## src/core_cfg.svh

```systemverilog
`ifndef CORE_CFG_SVH
`define CORE_CFG_SVH

////////////////////////////////////////////////////////////
// Core dimensions
////////////////////////////////////////////////////////////

// Data path and address width
`define CORE_DATA_W 16

// Registers in the register file
`define CORE_REG_N 16

// Immediate field, instr[7:0]
`define CORE_IMM_W 8

// First fetch address out of reset
`define CORE_RESET_PC 16'h0000

`endif
```

## src/core_pkg.sv

```systemverilog
`include "core_cfg.svh"

package core_pkg;

    ////////////////////////////////////////////////////////////
    // Instruction encoding
    ////////////////////////////////////////////////////////////

    // Major opcode, instr[15:12]
    typedef enum logic [3:0] {
        OP_ADDGRP   = 4'b0000,  // Register adds and WAIT
        OP_LOADSTOR = 4'b0100,
        OP_ADDI     = 4'b0101,
        OP_ADDUI    = 4'b0110,
        OP_MOVI     = 4'b1101,
        OP_ADDCI    = 4'b1110
    } opcode_e;

    // Opcode extension, instr[7:4]
    typedef enum logic [3:0] {
        EXT_WAIT = 4'b0000,
        EXT_STOR = 4'b0100,
        EXT_ADD  = 4'b0101,
        EXT_ADDU = 4'b0110,
        EXT_ADDC = 4'b0111
    } opext_e;

    // LOAD reuses the WAIT code under OP_LOADSTOR
    localparam opext_e EXT_LOAD = EXT_WAIT;

    typedef struct packed {
        opcode_e    opcode;
        logic [3:0] rdest;
        opext_e     opext;      // Upper imm nibble in immediate form
        logic [3:0] rsrc;       // Lower imm nibble
    } instr_t;

    // Same order as CLFZN, C is the top bit
    typedef struct packed {
        logic c;                // Carry out
        logic l;
        logic f;                // Signed overflow
        logic z;                // Zero result
        logic n;
    } flags_t;

    ////////////////////////////////////////////////////////////
    // Memory port and sequencer
    ////////////////////////////////////////////////////////////

    typedef struct packed {
        logic [`CORE_DATA_W-1:0] addr;
        logic                    we;      // 1 = write
        logic [`CORE_DATA_W-1:0] wdata;
    } mem_req_t;

    typedef enum logic [1:0] {
        S_FETCH,
        S_EXEC,
        S_MEM,
        S_HALT
    } ctrl_state_e;

endpackage

```

## src/core_top.sv

```systemverilog
`include "core_cfg.svh"

module core_top (
    input  logic                    clk,
    input  logic                    arst_n,
    output logic                    mem_req,
    output core_pkg::mem_req_t      mem_out,
    input  logic [`CORE_DATA_W-1:0] mem_rdata,
    input  logic                    mem_rvalid,
    output logic                    halted
);

    // Fetch path
    logic                    fetch_start, fetch_req, fetch_gnt, fetch_rvalid;
    logic [`CORE_DATA_W-1:0] fetch_addr;
    logic                    instr_valid;
    core_pkg::instr_t        instr;
    // Load/store path
    logic                    ls_start, ls_we, ls_req, ls_gnt, ls_rvalid, ls_done;
    logic [`CORE_DATA_W-1:0] ls_addr, ls_wdata, ls_rdata, rdata;
    core_pkg::mem_req_t      ls_cmd;
    // Register file and ALU
    logic [3:0]              ra_addr, rb_addr, rf_waddr;
    logic [`CORE_DATA_W-1:0] ra_data, rb_data, rf_wdata;
    logic                    rf_we;
    logic [`CORE_DATA_W-1:0] alu_a, alu_b, alu_result;
    core_pkg::opcode_e       alu_opcode;
    core_pkg::opext_e        alu_opext;
    logic                    alu_carry;
    core_pkg::flags_t        alu_flags;

    alu u_alu (.a(alu_a), .b(alu_b), .opcode(alu_opcode), .opext(alu_opext),
        .carry(alu_carry), .result(alu_result), .flags(alu_flags));

    reg_file u_reg_file (.clk, .arst_n, .ra_addr, .rb_addr, .ra_data, .rb_data,
        .we(rf_we), .w_addr(rf_waddr), .w_data(rf_wdata));

    mem_arbiter u_mem_arbiter (.clk, .arst_n, .fetch_req, .fetch_addr, .fetch_gnt,
        .fetch_rvalid, .ls_req, .ls_cmd, .ls_gnt, .ls_rvalid, .rdata,
        .mem_req, .mem_out, .mem_rdata, .mem_rvalid);

    instr_fetch u_instr_fetch (.clk, .arst_n, .fetch_start, .fetch_req, .fetch_addr,
        .fetch_gnt, .fetch_rvalid, .rdata, .instr_valid, .instr);

    load_store u_load_store (.clk, .arst_n, .ls_start, .ls_we, .ls_addr, .ls_wdata,
        .ls_req, .ls_cmd, .ls_gnt, .ls_rvalid, .rdata, .ls_done, .ls_rdata);

    core_ctrl u_core_ctrl (.clk, .arst_n, .fetch_start, .instr_valid, .instr,
        .ls_start, .ls_we, .ls_addr, .ls_wdata, .ls_done, .ls_rdata,
        .ra_addr, .rb_addr, .ra_data, .rb_data, .rf_we, .rf_waddr, .rf_wdata,
        .alu_a, .alu_b, .alu_opcode, .alu_opext, .alu_carry, .alu_result,
        .alu_flags, .halted);

endmodule

```

## src/core_ctrl.sv

```systemverilog
`include "core_cfg.svh"

module core_ctrl (
    input  logic                    clk,
    input  logic                    arst_n,
    // Fetch unit
    output logic                    fetch_start,
    input  logic                    instr_valid,
    input  core_pkg::instr_t        instr,
    // Load/store unit
    output logic                    ls_start,
    output logic                    ls_we,
    output logic [`CORE_DATA_W-1:0] ls_addr,
    output logic [`CORE_DATA_W-1:0] ls_wdata,
    input  logic                    ls_done,
    input  logic [`CORE_DATA_W-1:0] ls_rdata,
    // Register file
    output logic [3:0]              ra_addr,
    output logic [3:0]              rb_addr,
    input  logic [`CORE_DATA_W-1:0] ra_data,
    input  logic [`CORE_DATA_W-1:0] rb_data,
    output logic                    rf_we,
    output logic [3:0]              rf_waddr,
    output logic [`CORE_DATA_W-1:0] rf_wdata,
    // ALU
    output logic [`CORE_DATA_W-1:0] alu_a,
    output logic [`CORE_DATA_W-1:0] alu_b,
    output core_pkg::opcode_e       alu_opcode,
    output core_pkg::opext_e        alu_opext,
    output logic                    alu_carry,
    input  logic [`CORE_DATA_W-1:0] alu_result,
    input  core_pkg::flags_t        alu_flags,
    output logic                    halted
);

    core_pkg::ctrl_state_e   state;
    core_pkg::ctrl_state_e   state_n;
    core_pkg::flags_t        flags_q;         // Status register
    logic                    fetch_busy;      // Fetch launched, word not back
    logic                    fetch_busy_n;
    logic [`CORE_IMM_W-1:0]  imm;
    logic [`CORE_DATA_W-1:0] imm_ext;
    logic                    reg_form;
    logic                    is_add;
    logic                    is_movi;
    logic                    is_load;
    logic                    is_stor;
    logic                    is_wait;

    ////////////////////////////////////////////////////////////
    // Decode and operands
    ////////////////////////////////////////////////////////////

    assign reg_form = (instr.opcode == core_pkg::OP_ADDGRP);
    assign is_add   = (reg_form && (instr.opext inside {core_pkg::EXT_ADD,
                                                        core_pkg::EXT_ADDU,
                                                        core_pkg::EXT_ADDC}))
                   || (instr.opcode inside {core_pkg::OP_ADDI,
                                            core_pkg::OP_ADDUI,
                                            core_pkg::OP_ADDCI});
    assign is_movi  = (instr.opcode == core_pkg::OP_MOVI);
    assign is_load  = (instr.opcode == core_pkg::OP_LOADSTOR)
                   && (instr.opext == core_pkg::EXT_LOAD);
    assign is_stor  = (instr.opcode == core_pkg::OP_LOADSTOR)
                   && (instr.opext == core_pkg::EXT_STOR);
    assign is_wait  = reg_form && (instr.opext == core_pkg::EXT_WAIT);

    // Signed immediates for ADDI/ADDCI, zero-extended otherwise
    assign imm     = {instr.opext, instr.rsrc};
    assign imm_ext = (instr.opcode inside {core_pkg::OP_ADDI, core_pkg::OP_ADDCI})
                   ? {{(`CORE_DATA_W-`CORE_IMM_W){imm[`CORE_IMM_W-1]}}, imm}
                   : {{(`CORE_DATA_W-`CORE_IMM_W){1'b0}}, imm};

    assign ra_addr    = instr.rdest;
    assign rb_addr    = instr.rsrc;
    assign alu_a      = ra_data;
    assign alu_b      = reg_form ? rb_data : imm_ext;
    assign alu_opcode = instr.opcode;
    assign alu_opext  = instr.opext;
    assign alu_carry  = flags_q.c;

    // STOR puts rdest at [rsrc], LOAD reads [rsrc]
    assign ls_start = (state == core_pkg::S_EXEC) && (is_load || is_stor);
    assign ls_we    = is_stor;
    assign ls_addr  = rb_data;
    assign ls_wdata = ra_data;

    ////////////////////////////////////////////////////////////
    // Write-back
    ////////////////////////////////////////////////////////////

    assign rf_we    = ((state == core_pkg::S_EXEC) && (is_add || is_movi))
                   || ((state == core_pkg::S_MEM) && ls_done && is_load);
    assign rf_waddr = instr.rdest;

    always_comb
    begin
        if (state == core_pkg::S_MEM)
            rf_wdata = ls_rdata;              // LOAD
        else if (is_movi)
            rf_wdata = imm_ext;
        else
            rf_wdata = alu_result;
    end

    ////////////////////////////////////////////////////////////
    // Sequencer
    ////////////////////////////////////////////////////////////

    always_comb
    begin
        state_n = state;
        case (state)
            core_pkg::S_FETCH: if (instr_valid) state_n = core_pkg::S_EXEC;
            core_pkg::S_EXEC:
            begin
                if (is_load || is_stor)
                    state_n = core_pkg::S_MEM;
                else if (is_wait)
                    state_n = core_pkg::S_HALT;
                else
                    state_n = core_pkg::S_FETCH;  // Adds, MOVI, unused codes
            end
            core_pkg::S_MEM:   if (ls_done) state_n = core_pkg::S_FETCH;
            default:           state_n = core_pkg::S_HALT;  // Stuck until reset
        endcase
    end

    assign fetch_busy_n = (fetch_busy | fetch_start) & ~instr_valid;

    always_ff @(posedge clk or negedge arst_n)
    begin
        if (!arst_n)
        begin
            state       <= core_pkg::S_FETCH;
            fetch_busy  <= 1'b0;
            fetch_start <= 1'b0;
            flags_q     <= '0;
        end
        else
        begin
            state       <= state_n;
            fetch_busy  <= fetch_busy_n;
            // One pulse per visit to FETCH
            fetch_start <= (state_n == core_pkg::S_FETCH) && !fetch_busy_n;
            if ((state == core_pkg::S_EXEC) && is_add)
                flags_q <= alu_flags;
        end
    end

    assign halted = (state == core_pkg::S_HALT);

    // Memory completions only while waiting on one
    a_done_in_mem: assert property (
        @(posedge clk) disable iff (!arst_n)
        ls_done |-> (state == core_pkg::S_MEM)
    );

endmodule

```

## src/load_store.sv

```systemverilog
`include "core_cfg.svh"

module load_store (
    input  logic                    clk,
    input  logic                    arst_n,
    input  logic                    ls_start,
    input  logic                    ls_we,
    input  logic [`CORE_DATA_W-1:0] ls_addr,
    input  logic [`CORE_DATA_W-1:0] ls_wdata,
    output logic                    ls_req,
    output core_pkg::mem_req_t      ls_cmd,
    input  logic                    ls_gnt,
    input  logic                    ls_rvalid,
    input  logic [`CORE_DATA_W-1:0] rdata,
    output logic                    ls_done,
    output logic [`CORE_DATA_W-1:0] ls_rdata
);

    logic               req_q;
    core_pkg::mem_req_t cmd_q;

    // Request held until granted
    always_ff @(posedge clk or negedge arst_n)
    begin
        if (!arst_n)
            req_q <= 1'b0;
        else if (ls_start)
            req_q <= 1'b1;
        else if (ls_gnt)
            req_q <= 1'b0;
    end

    // Command captured at start
    always_ff @(posedge clk)
    begin
        if (ls_start)
        begin
            cmd_q.addr  <= ls_addr;
            cmd_q.we    <= ls_we;
            cmd_q.wdata <= ls_wdata;
        end
    end

    assign ls_req = req_q;
    assign ls_cmd = cmd_q;

    // Store done at grant, load done at response
    assign ls_done  = (req_q & ls_gnt & cmd_q.we) | ls_rvalid;
    assign ls_rdata = rdata;

endmodule

```

## src/instr_fetch.sv

```systemverilog
`include "core_cfg.svh"

module instr_fetch (
    input  logic                    clk,
    input  logic                    arst_n,
    input  logic                    fetch_start,   // One-cycle pulse from sequencer
    output logic                    fetch_req,
    output logic [`CORE_DATA_W-1:0] fetch_addr,
    input  logic                    fetch_gnt,
    input  logic                    fetch_rvalid,
    input  logic [`CORE_DATA_W-1:0] rdata,
    output logic                    instr_valid,
    output core_pkg::instr_t        instr
);

    logic [`CORE_DATA_W-1:0] pc;
    logic                    req_hold;   // Lost arbitration, keep asking

    // Request goes out in the start cycle itself
    assign fetch_req  = fetch_start | req_hold;
    assign fetch_addr = pc;

    always_ff @(posedge clk or negedge arst_n)
    begin
        if (!arst_n)
        begin
            pc          <= `CORE_RESET_PC;
            req_hold    <= 1'b0;
            instr_valid <= 1'b0;
        end
        else
        begin
            req_hold    <= fetch_req & ~fetch_gnt;
            instr_valid <= fetch_rvalid;          // Lands with captured word
            if (fetch_gnt)
                pc <= pc + 1'b1;                  // Word addressed
        end
    end

    // Instruction word held through EXEC and MEM
    always_ff @(posedge clk)
    begin
        if (fetch_rvalid)
            instr <= core_pkg::instr_t'(rdata);
    end

endmodule

```

## src/mem_arbiter.sv

```systemverilog
`include "core_cfg.svh"

module mem_arbiter (
    input  logic                    clk,
    input  logic                    arst_n,
    // Fetch side reads only
    input  logic                    fetch_req,
    input  logic [`CORE_DATA_W-1:0] fetch_addr,
    output logic                    fetch_gnt,
    output logic                    fetch_rvalid,
    // Load/store side
    input  logic                    ls_req,
    input  core_pkg::mem_req_t      ls_cmd,
    output logic                    ls_gnt,
    output logic                    ls_rvalid,
    output logic [`CORE_DATA_W-1:0] rdata,      // Shared read data
    // External memory
    output logic                    mem_req,
    output core_pkg::mem_req_t      mem_out,
    input  logic [`CORE_DATA_W-1:0] mem_rdata,
    input  logic                    mem_rvalid
);

    logic rd_pending;   // Read strobe issued last cycle
    logic rd_owner_ls;  // Which unit owns that read

    // Load/store wins over fetch
    assign ls_gnt    = ls_req;
    assign fetch_gnt = fetch_req & ~ls_req;
    assign mem_req   = ls_req | fetch_req;
    assign mem_out   = ls_req ? ls_cmd
                              : core_pkg::mem_req_t'{addr: fetch_addr, we: 1'b0, wdata: '0};

    always_ff @(posedge clk or negedge arst_n)
    begin
        if (!arst_n)
        begin
            rd_pending  <= 1'b0;
            rd_owner_ls <= 1'b0;
        end
        else
        begin
            rd_pending <= mem_req & ~mem_out.we;
            if (mem_req && !mem_out.we)
                rd_owner_ls <= ls_gnt;
        end
    end

    // Response routed to the owner of the read
    assign fetch_rvalid = mem_rvalid & rd_pending & ~rd_owner_ls;
    assign ls_rvalid    = mem_rvalid & rd_pending & rd_owner_ls;
    assign rdata        = mem_rdata;

    // Fetch request that lost keeps its request and address
    a_fetch_held: assert property (
        @(posedge clk) disable iff (!arst_n)
        (fetch_req && !fetch_gnt) |=> (fetch_req && $stable(fetch_addr))
    );

    // No response without a read strobe the cycle before
    a_rvalid_after_read: assert property (
        @(posedge clk) disable iff (!arst_n)
        mem_rvalid |-> $past(mem_req && !mem_out.we)
    );

endmodule

```

## src/reg_file.sv

```systemverilog
`include "core_cfg.svh"

module reg_file (
    input  logic                            clk,
    input  logic                            arst_n,
    input  logic [$clog2(`CORE_REG_N)-1:0]  ra_addr,
    input  logic [$clog2(`CORE_REG_N)-1:0]  rb_addr,
    output logic [`CORE_DATA_W-1:0]         ra_data,
    output logic [`CORE_DATA_W-1:0]         rb_data,
    input  logic                            we,
    input  logic [$clog2(`CORE_REG_N)-1:0]  w_addr,
    input  logic [`CORE_DATA_W-1:0]         w_data
);

    logic [`CORE_DATA_W-1:0] regs [`CORE_REG_N];

    // Single write port, all registers zero at reset
    always_ff @(posedge clk or negedge arst_n)
    begin
        if (!arst_n)
        begin
            for (int i = 0; i < `CORE_REG_N; i++)
                regs[i] <= '0;
        end
        else if (we)
            regs[w_addr] <= w_data;
    end

    // Asynchronous reads
    assign ra_data = regs[ra_addr];
    assign rb_data = regs[rb_addr];

    // Write address must be resolved whenever a write is enabled
    a_waddr_known: assert property (
        @(posedge clk) disable iff (!arst_n)
        we |-> !$isunknown(w_addr)
    );

endmodule

```

## src/alu.sv

```systemverilog
`include "core_cfg.svh"

module alu (
    input  logic [`CORE_DATA_W-1:0] a,
    input  logic [`CORE_DATA_W-1:0] b,
    input  core_pkg::opcode_e       opcode,
    input  core_pkg::opext_e        opext,
    input  logic                    carry,     // Stored C from status reg
    output logic [`CORE_DATA_W-1:0] result,
    output core_pkg::flags_t        flags
);

    logic                  add_op;   // One of the six adds
    logic                  use_cin;  // ADDC forms only
    logic                  set_c;
    logic                  set_f;
    logic [`CORE_DATA_W:0] sum;      // Extra bit holds carry out
    logic                  ovf;

    ////////////////////////////////////////////////////////////
    // Opcode decode
    ////////////////////////////////////////////////////////////

    always_comb
    begin
        add_op  = 1'b1;
        use_cin = 1'b0;
        set_c   = 1'b0;
        set_f   = 1'b0;
        case (opcode)
            core_pkg::OP_ADDGRP:
            begin
                case (opext)
                    core_pkg::EXT_ADD:  set_f = 1'b1;   // Signed
                    core_pkg::EXT_ADDU: set_c = 1'b1;   // Unsigned
                    core_pkg::EXT_ADDC:
                    begin
                        use_cin = 1'b1;
                        set_c   = 1'b1;
                        set_f   = 1'b1;
                    end
                    default: add_op = 1'b0;             // WAIT, unused codes
                endcase
            end
            core_pkg::OP_ADDI:  set_f = 1'b1;           // Ext ignored in imm form
            core_pkg::OP_ADDUI: set_c = 1'b1;
            core_pkg::OP_ADDCI:
            begin
                use_cin = 1'b1;
                set_c   = 1'b1;
                set_f   = 1'b1;
            end
            default: add_op = 1'b0;
        endcase
    end

    ////////////////////////////////////////////////////////////
    // Adder and flags
    ////////////////////////////////////////////////////////////

    assign sum = {1'b0, a} + {1'b0, b} + {{`CORE_DATA_W{1'b0}}, use_cin & carry};

    // Like-signed operands, sum sign flipped
    assign ovf = (a[`CORE_DATA_W-1] == b[`CORE_DATA_W-1])
              && (sum[`CORE_DATA_W-1] != a[`CORE_DATA_W-1]);

    always_comb
    begin
        result = '0;
        flags  = '0;                                    // L, N stay low
        if (add_op)
        begin
            result  = sum[`CORE_DATA_W-1:0];
            flags.c = set_c & sum[`CORE_DATA_W];
            flags.f = set_f & ovf;
            flags.z = (sum[`CORE_DATA_W-1:0] == '0);
        end
    end

endmodule

```

## config.mk

```make
export PLATFORM = sky130hd
export DESIGN_NAME = core_top
export DESIGN_NICKNAME = d
export VERILOG_FILES = /design/src/core_pkg.sv /design/src/core_top.sv /design/src/core_ctrl.sv /design/src/load_store.sv /design/src/instr_fetch.sv /design/src/mem_arbiter.sv /design/src/reg_file.sv /design/src/alu.sv
export VERILOG_INCLUDE_DIRS = /design/src
export SDC_FILE = /design/constraint.sdc
export NUM_CORES = 1
export LEC_CHECK = 0
export BUFFER_PORTS_ARGS = -buffer_cell sky130_fd_sc_hd__buf_2
export CAP_MARGIN = 15
export CORE_MARGIN = 2
export CORE_UTILIZATION = 60
export DETAILED_ROUTE_END_ITERATION = 10
export GPL_TIMING_DRIVEN = 0
export MAX_ROUTING_LAYER = met4
export PLACE_DENSITY = 0.86
export SKIP_CTS_REPAIR_TIMING = 1
export SYNTH_ARGS = -nofsm -noshare
export SYNTH_HDL_FRONTEND = slang
export SYNTH_SLANG_ARGS = --single-unit
```

## constraint.sdc

```tcl
create_clock -name clk -period 11.1 [get_ports clk]
set_input_delay 1.11 -clock clk [delete_from_list [all_inputs] [get_ports clk]]
set_output_delay 1.11 -clock clk [all_outputs]
set_load 0.03 [all_outputs]
```

==> summary.md, run 1 <==
| Metric | Value |
|---|---|
| Status | complete, no violations |
| Comb power frac | 0.020 |
| Count of nets left with antenna violations after detail routing | 0 |
| Max Transition Viols Final | 0 |
| Number of input and output port buffers inserted | 53 |
| Overflow left after global routing | 0 |
| Critical path startpoint category | register |
| DR iter-0 viols | 2438 |
| Die area | 30900 um2 |
| Synthesized instance count | 1480 |
| Number of enable flip-flop cells after synthesis | 49 |
| Setup CP Type | reg -> reg |
| R2R Path Start | u_instr_fetch.instr[9] |
| Post-synthesis register bit count | 331 |
| CP endpoint kind | register |
| Crit path required time | 11.48 ns |
| Clock-pin slew of the registers on the worst-case setup and hold paths | 0.07 ns |
| Setup repair after global routing missed its margin | no |
| Number of diodes | 0 |
| Period Utilization, post-route | 0.638 |
| Buffering stage count on the worst path with inverters included | 4 |
| Summed instance area of the synthesized netlist | 17700 um2 |
| First-pass iteration count of the detailed router | 7 |
| Count of H-tree levels built during CTS | 2 |
| Final Hold Fails | 0 |
| Internal power | 1.90 mW |
| Top library cells by usage in the layout, fill and taps aside | dfrtp_1, nand2_1, o21ai_0 |
| Die H | 176 um |
| Reported max-cap violation count | 0 |
| Row Count | 62 |
| Final clock skew | 0.0346 ns |
| CTS Sinks | 331 |
| Worst min-delay path category | reg -> reg |
| Synth area leader | dfrtp_1 |
| LEAKAGE | 7.97 nW |
| Leading cell type in the layout, fill and taps excluded | dfrtp_1 |
| Cell Chain, Critical Path | clkbuf_1, clkbuf_1, clkbuf_1, mux4_2, mux4_2, fa_1, fa_1, a21oi_1, o21ai_0, a21oi_1, xnor2_1, a221oi_1, clkbuf_1, o21ai_0 |
| Total vias in the final route | 14400 |
| Overall track demand over capacity in global routing | 0.384 |
| Register-to-register setup slack | 4.02 ns |
| TritonCTS clock tree | built |
| Total length of routed wires | 56500 um |
| Width of the die | 176 um |
| Post-synth top flop | dfrtp_1 |
| Mean area per synthesized cell | 12.0 um2 |
| Proportion of netlist area held by the largest area contributor | 0.399 |
| Number of I/O pins | 54 |
| Initial antenna violation count | 0 |
| Dominant cells by area after synthesis | dfrtp_1, mux4_2, edfxtp_1 |
| Areal power density over the cells | 124 nW/um2 |
| Largest delay share family, worst path | buffers and inverters |
| FMAX | 0.141 GHz |
| Maximum fanout encountered on the critical timing path | 10 |
| Initial cell density of the core | 0.613 |
| Number of library cell types mapped by synthesis | 68 |
| Half-perimeter wire length of the detailed placement result | 39300 um |
| Maximum number of pins on one net before global-route repair | 126 |
| Routability cong. | 1.03 |
| Total Neg Setup Slack | 0 ns |
| Synth-to-layout area growth | 11.7% |
| Core Box Area | 28900 um2 |
| Transition at the pin with the smallest max-transition slack | 1.44 ns |
| DR DRC count | 0 |
| Sw Pwr | 540 uW |
| Ys Warns | 0 |
| Root Buffer Master | clkbuf_16 |
| Syn nets | 1517 |
| Depth of the worst register-to-register path | 14 |
| Critical register-to-register path endpoint | u_reg_file.regs[166] |
| Worst slew margin relative to its limit | 0.0350 |
| Clock insertion delay at the later pin of the skew report | 0.54 ns |
| Via density per instance | 7.24 |
| Final number of setup-violating endpoints | 0 |
| Worst hold margin | 0.454 ns |
| Fill cell count | 1899 |
| Async set-reset flop share out of synthesis | 0.852 |
| Sequential cell fraction of total power | 0.503 |
| Critical Path Start | u_instr_fetch.instr[9] |
| Most Frequent Cell on Critical Path | clkbuf_1 |
| Switching share of power | 0.221 |
| Arrival time reported for the critical path endpoint | 7.46 ns |
| Layout Nets | 1620 |
| Total number of cells along the worst setup path | 14 |
| Shortest clock period the worst path allows after layout | 7.08 ns |
| Clock Power Share | 0.477 |
| Wire per inst | 28.3 um |
| TritonCTS buffer count | 35 |
| Worst vdd ir | 0.0852 mV |
| Vias in the first global route | 14600 |
| Layout cell share with drive strength beyond 1 | 0.223 |
| Maximum single-stage delay on the critical path | 1.08 ns |
| Global-route wire length before repair | 84900 um |
| Capturing element of the worst setup path | u_reg_file.regs[166] |
| Critical-path cell with the highest stage delay | a221oi_1 |
| Clock Path Buffers | 3 |
| Sequential share of the synthesized area | 0.482 |
==> cell usage after synthesis, types with 3 or more instances <==
library cell,count
a2111oi_4,5
a211o_1,4
a211oi_4,8
a21o_1,12
a21oi_1,98
a221o_1,4
a221oi_1,4
a22oi_1,3
a31oi_1,17
and2_1,22
and3_1,5
buf_1,13
buf_2,17
buf_4,6
clkbuf_1,81
dfrtp_1,282
edfxtp_1,49
ha_1,16
inv_1,9
mux2_2,24
mux2i_1,16
mux4_2,160
nand2_1,193
nand2b_1,11
nand3_1,14
nand4_1,6
nor2_1,111
nor2b_1,8
nor3_1,7
nor4_1,3
o2111ai_1,3
o211ai_1,13
o21a_1,5
o21ai_0,170
o21ai_1,15
or3_1,3
xnor2_1,13
xor2_1,9
==> per-layer routing <==
metal / up-vias / GRT usage / wire length [um]
li1: 5731 / - / -
met3: 406 / 0.143 / 8410
met1: 6957 / 0.439 / 17800
met4: 0 / 0.249 / 4620
met5: - / - / 0
met2: 1352 / 0.572 / 25700
==> power groups by stage <==
stage / clock network [mW] / registers [mW] / logic, mW
after global placement: 0 / 1.25 / 0.0441
after CTS: 1.16 / 1.23 / 0.0484
after global routing: 1.20 / 1.23 / 0.0542
after detailed placement: 0 / 1.25 / 0.0482
final: 1.16 / 1.23 / 0.0494
after floorplan: 0 / 1.25 / 0.0117
==> sequential cells by signal, summed over array words and instances (netlist names) <==
signal	count
u_instr_fetch.instr	16
u_instr_fetch.instr_valid	1
u_instr_fetch.fetch_addr	16
u_core_ctrl.fetch_busy	1
u_core_ctrl.alu_carry	1
u_core_ctrl.state	2
u_load_store.ls_cmd	33
u_mem_arbiter.rd_owner_ls	1
u_load_store.ls_req	1
u_reg_file.regs	256
u_mem_arbiter.rd_pending	1
u_instr_fetch.req_hold	1
u_core_ctrl.fetch_start	1
==> metrics by stage <==
stage / setup slack (ns) / utilization / std cells / power [mW] / instance area, um2
after floorplan: 6.30 / - / 1480 / 1.26 / 17700
after global placement: 3.86 / 0.639 / 1917 / 1.30 / 18400
after detailed placement: 4.53 / 0.643 / 1922 / 1.30 / 18600
after CTS: 4.44 / 0.682 / 1986 / 2.43 / 19700
after global routing: 4.06 / 0.685 / 1994 / 2.49 / 19800
final: 4.02 / 0.685 / 1994 / 2.44 / 19800
==> final cells by class <==
cell class / count / area, um2 / area share
Timing Repair Buffer: 66 / 450 / 0.0228
Inverter: 9 / 33.8 / 0.00171
Clock inverter: 18 / 154 / 0.00779
Buffer: 120 / 527 / 0.0267
Sequential cell: 331 / 8530 / 0.431
Clock buffer: 46 / 968 / 0.0490
Tap cell: 384 / 480 / 0.0243
Multi-Input combinational cell: 1020 / 8620 / 0.436
==> kinds of logic after synthesis <==
family                     Yosys count  synth area share
AOI/OAI and AO/OA                  384             0.137
muxes                              200             0.228
xor gates and xnor gates            22            0.0109
adders and majority gates           18            0.0136
buffers and inverters              129            0.0316
and+or+nand+nor                    396            0.0976
DFF                                331             0.482
==> worst min-delay path by stage <==
stage                                        from  slack (ns)                           to  depth (start not counted)
final                     u_load_store.ls_cmd[16]        0.45    u_mem_arbiter.rd_owner_ls                          1
after global routing                       arst_n        0.49  u_instr_fetch.fetch_addr[0]                          1
after CTS                 u_load_store.ls_cmd[16]        0.46    u_mem_arbiter.rd_owner_ls                          1
after detailed placement  u_load_store.ls_cmd[16]        0.45    u_mem_arbiter.rd_owner_ls                          1
after global placement    u_load_store.ls_cmd[16]        0.42    u_mem_arbiter.rd_owner_ls                          1
after floorplan           u_load_store.ls_cmd[16]        0.41    u_mem_arbiter.rd_owner_ls                          1
Power figures use the tool's default switching activity.
==> inputs of run 2 (changes only) <==
==> constraint.sdc (replaced) <==
create_clock -name clk -period 7 [get_ports clk]
set_input_delay 0.7 -clock clk [delete_from_list [all_inputs] [get_ports clk]]
set_output_delay 0.7 -clock clk [all_outputs]
set_load 0.03 [all_outputs]
==> run 2 against run 1 <==
Count of clock-buffer cells in the layout is the same. Total power up 59%. Register-to-register slack worse by 3.9 ns.
==> summary.md, run 2 (same netlist as run 1, synthesis figures left out) <==
| Metric | Value |
|---|---|
| Area after DPL | 18600 um2 |
| Count of H-tree levels built during CTS | 2 |
| Overall track demand over capacity in global routing | 0.384 |
| LEAKAGE | 7.97 nW |
| Layout Nets | 1620 |
| Largest delay share family, worst path | buffers and inverters |
| Global-route wire length before repair | 84900 um |
| Sequential cell area in the final layout | 8530 um2 |
| Die area | 30900 um2 |
| Count of nets left with antenna violations after detail routing | 0 |
| Initial cell density of the core | 0.613 |
| Status | complete, no violations |
| Multi-input logic area | 8630 um2 |
| Arrival time reported for the critical path endpoint | 7.26 ns |
| Final clock skew | 0.0346 ns |
| Top library cells by usage in the layout, fill and taps aside | dfrtp_1, nand2_1, o21ai_0 |
| Period Utilization, post-route | 0.982 |
| Setup repair after global routing missed its margin | no |
| Root Buffer Master | clkbuf_16 |
| Via density per instance | 7.25 |
| FMAX | 0.146 GHz |
| Transition at the pin with the smallest max-transition slack | 1.38 ns |
| Cell Chain, Critical Path | clkbuf_1, clkbuf_1, clkbuf_1, mux4_2, mux4_2, fa_1, fa_1, a21oi_1, o211ai_1, a21oi_1, xnor2_1, a22oi_1, clkbuf_1, a21oi_1 |
| Critical Path Start | u_instr_fetch.instr[9] |
| CTS Sinks | 331 |
| Critical register-to-register path endpoint | u_reg_file.regs[90] |
| Setup CP Type | reg -> reg |
| Overflow left after global routing | 0 |
| Max Transition Viols Final | 0 |
| Worst slew margin relative to its limit | 0.0784 |
| Initial antenna violation count | 0 |
| R2R Path Start | u_instr_fetch.instr[9] |
| Row Count | 62 |
| TritonCTS buffer count | 35 |
| First-pass iteration count of the detailed router | 7 |
| Vias in the first global route | 14600 |
| Worst hold margin | 0.0565 ns |
| Most flops, register | u_reg_file.regs |
| Number of input and output port buffers inserted | 53 |
| Total vias in the final route | 14500 |
| Reported max-cap violation count | 0 |
| Worst min-delay path category | in -> async |
| Total power draw | 3.88 mW |
| Maximum fanout encountered on the critical timing path | 10 |
| Die H | 176 um |
| Final Hold Fails | 0 |
| Depth of the worst register-to-register path | 14 |
| Areal power density over the cells | 196 nW/um2 |
| DR iter-0 viols | 2387 |
| CP endpoint kind | register |
| Routability cong. | 1.03 |
| Buffering stage count on the worst path with inverters included | 4 |
| Total Neg Setup Slack | 0 ns |
| Synth-to-layout area growth | 11.7% |
| Clock insertion delay at the later pin of the skew report | 0.54 ns |
| Layout cell share with drive strength beyond 1 | 0.224 |
| Final number of setup-violating endpoints | 0 |
| Total length of routed wires | 56800 um |
| Maximum number of pins on one net before global-route repair | 126 |
| Capturing element of the worst setup path | u_reg_file.regs[90] |
| Maximum single-stage delay on the critical path | 0.91 ns |
| Cell area after layout | 19800 um2 |
| Number of I/O pins | 54 |
| Half-perimeter wire length of the detailed placement result | 39300 um |
| TritonCTS clock tree | built |
| Wire per inst | 28.5 um |
| Fill cell count | 1895 |
| Flip-flop count of the largest register after layout | 256 |
| Clock Path Buffers | 3 |
| Worst vdd ir | 0.135 mV |
| Critical-path cell with the highest stage delay | clkbuf_1 |
| Total number of cells along the worst setup path | 14 |
| Width of the die | 176 um |
| Core Box Area | 28900 um2 |
| Utilization after layout | 0.685 |
| Shortest clock period the worst path allows after layout | 6.87 ns |
| Leading cell type in the layout, fill and taps excluded | dfrtp_1 |
| Register-to-register setup slack | 0.13 ns |
| Clock-pin slew of the registers on the worst-case setup and hold paths | 0.06 ns |
| Critical path startpoint category | register |
| Crit path required time | 7.39 ns |
| DR DRC count | 0 |
| Most Frequent Cell on Critical Path | clkbuf_1 |
| Number of diodes | 0 |
run 2: how the worst min path moves through the flow:
stage	to	slack, ns	startpoint
finish	u_instr_fetch.fetch_addr[3]	0.06	arst_n
global route	u_instr_fetch.fetch_addr[0]	0.08	arst_n
CTS	u_instr_fetch.req_hold	0.07	arst_n
detailed placement	u_mem_arbiter.rd_owner_ls	0.45	u_load_store.ls_cmd[16]
global placement	u_mem_arbiter.rd_owner_ls	0.42	u_load_store.ls_cmd[16]
floorplan	u_core_ctrl.alu_carry	0.40	arst_n
run 2: power by group:
part / internal, mW / switching, mW
clock network: 1.06 / 0.795
registers: 1.95 / 0
logic: 0.0133 / 0.0651
total: 3.02 / 0.860
run 2: worst reg2reg max path, delay by kind of cell, from the launching register on:
| family | cells | cell delay [ns] |
|---|---|---|
| buf+inv | 4 | 2.50 |
| xor+xnor | 1 | 0.13 |
| compound gates | 5 | 1.82 |
| flops | 1 | 0.40 |
| mux | 2 | 0.97 |
| fa+ha+maj | 2 | 0.92 |
run 2: cell type report:
cell class,count,share of cell area
Multi-Input combinational cell,1020,0.436
Tap cell,384,0.0243
Clock inverter,18,0.00778
Buffer,120,0.0266
Sequential cell,331,0.431
Clock buffer,46,0.0490
Inverter,9,0.00171
Timing Repair Buffer,66,0.0228
run 2: through the flow:
step                setup slack, ns  instances
floorplan                      2.20       1480
global placement              0.167       1917
detailed placement            0.433       1922
CTS                           0.340       1986
global route                 0.0634       1994
finish                        0.128       1994
run 2: routing by layer:
| layer | track usage | vias up | wire length (um) |
|---|---|---|---|
| met2 | 0.572 | 1340 | 26000 |
| li1 | - | 5729 | - |
| met5 | - | - | 0 |
| met3 | 0.143 | 380 | 8310 |
| met4 | 0.249 | 0 | 4400 |
| met1 | 0.439 | 7016 | 18000 |
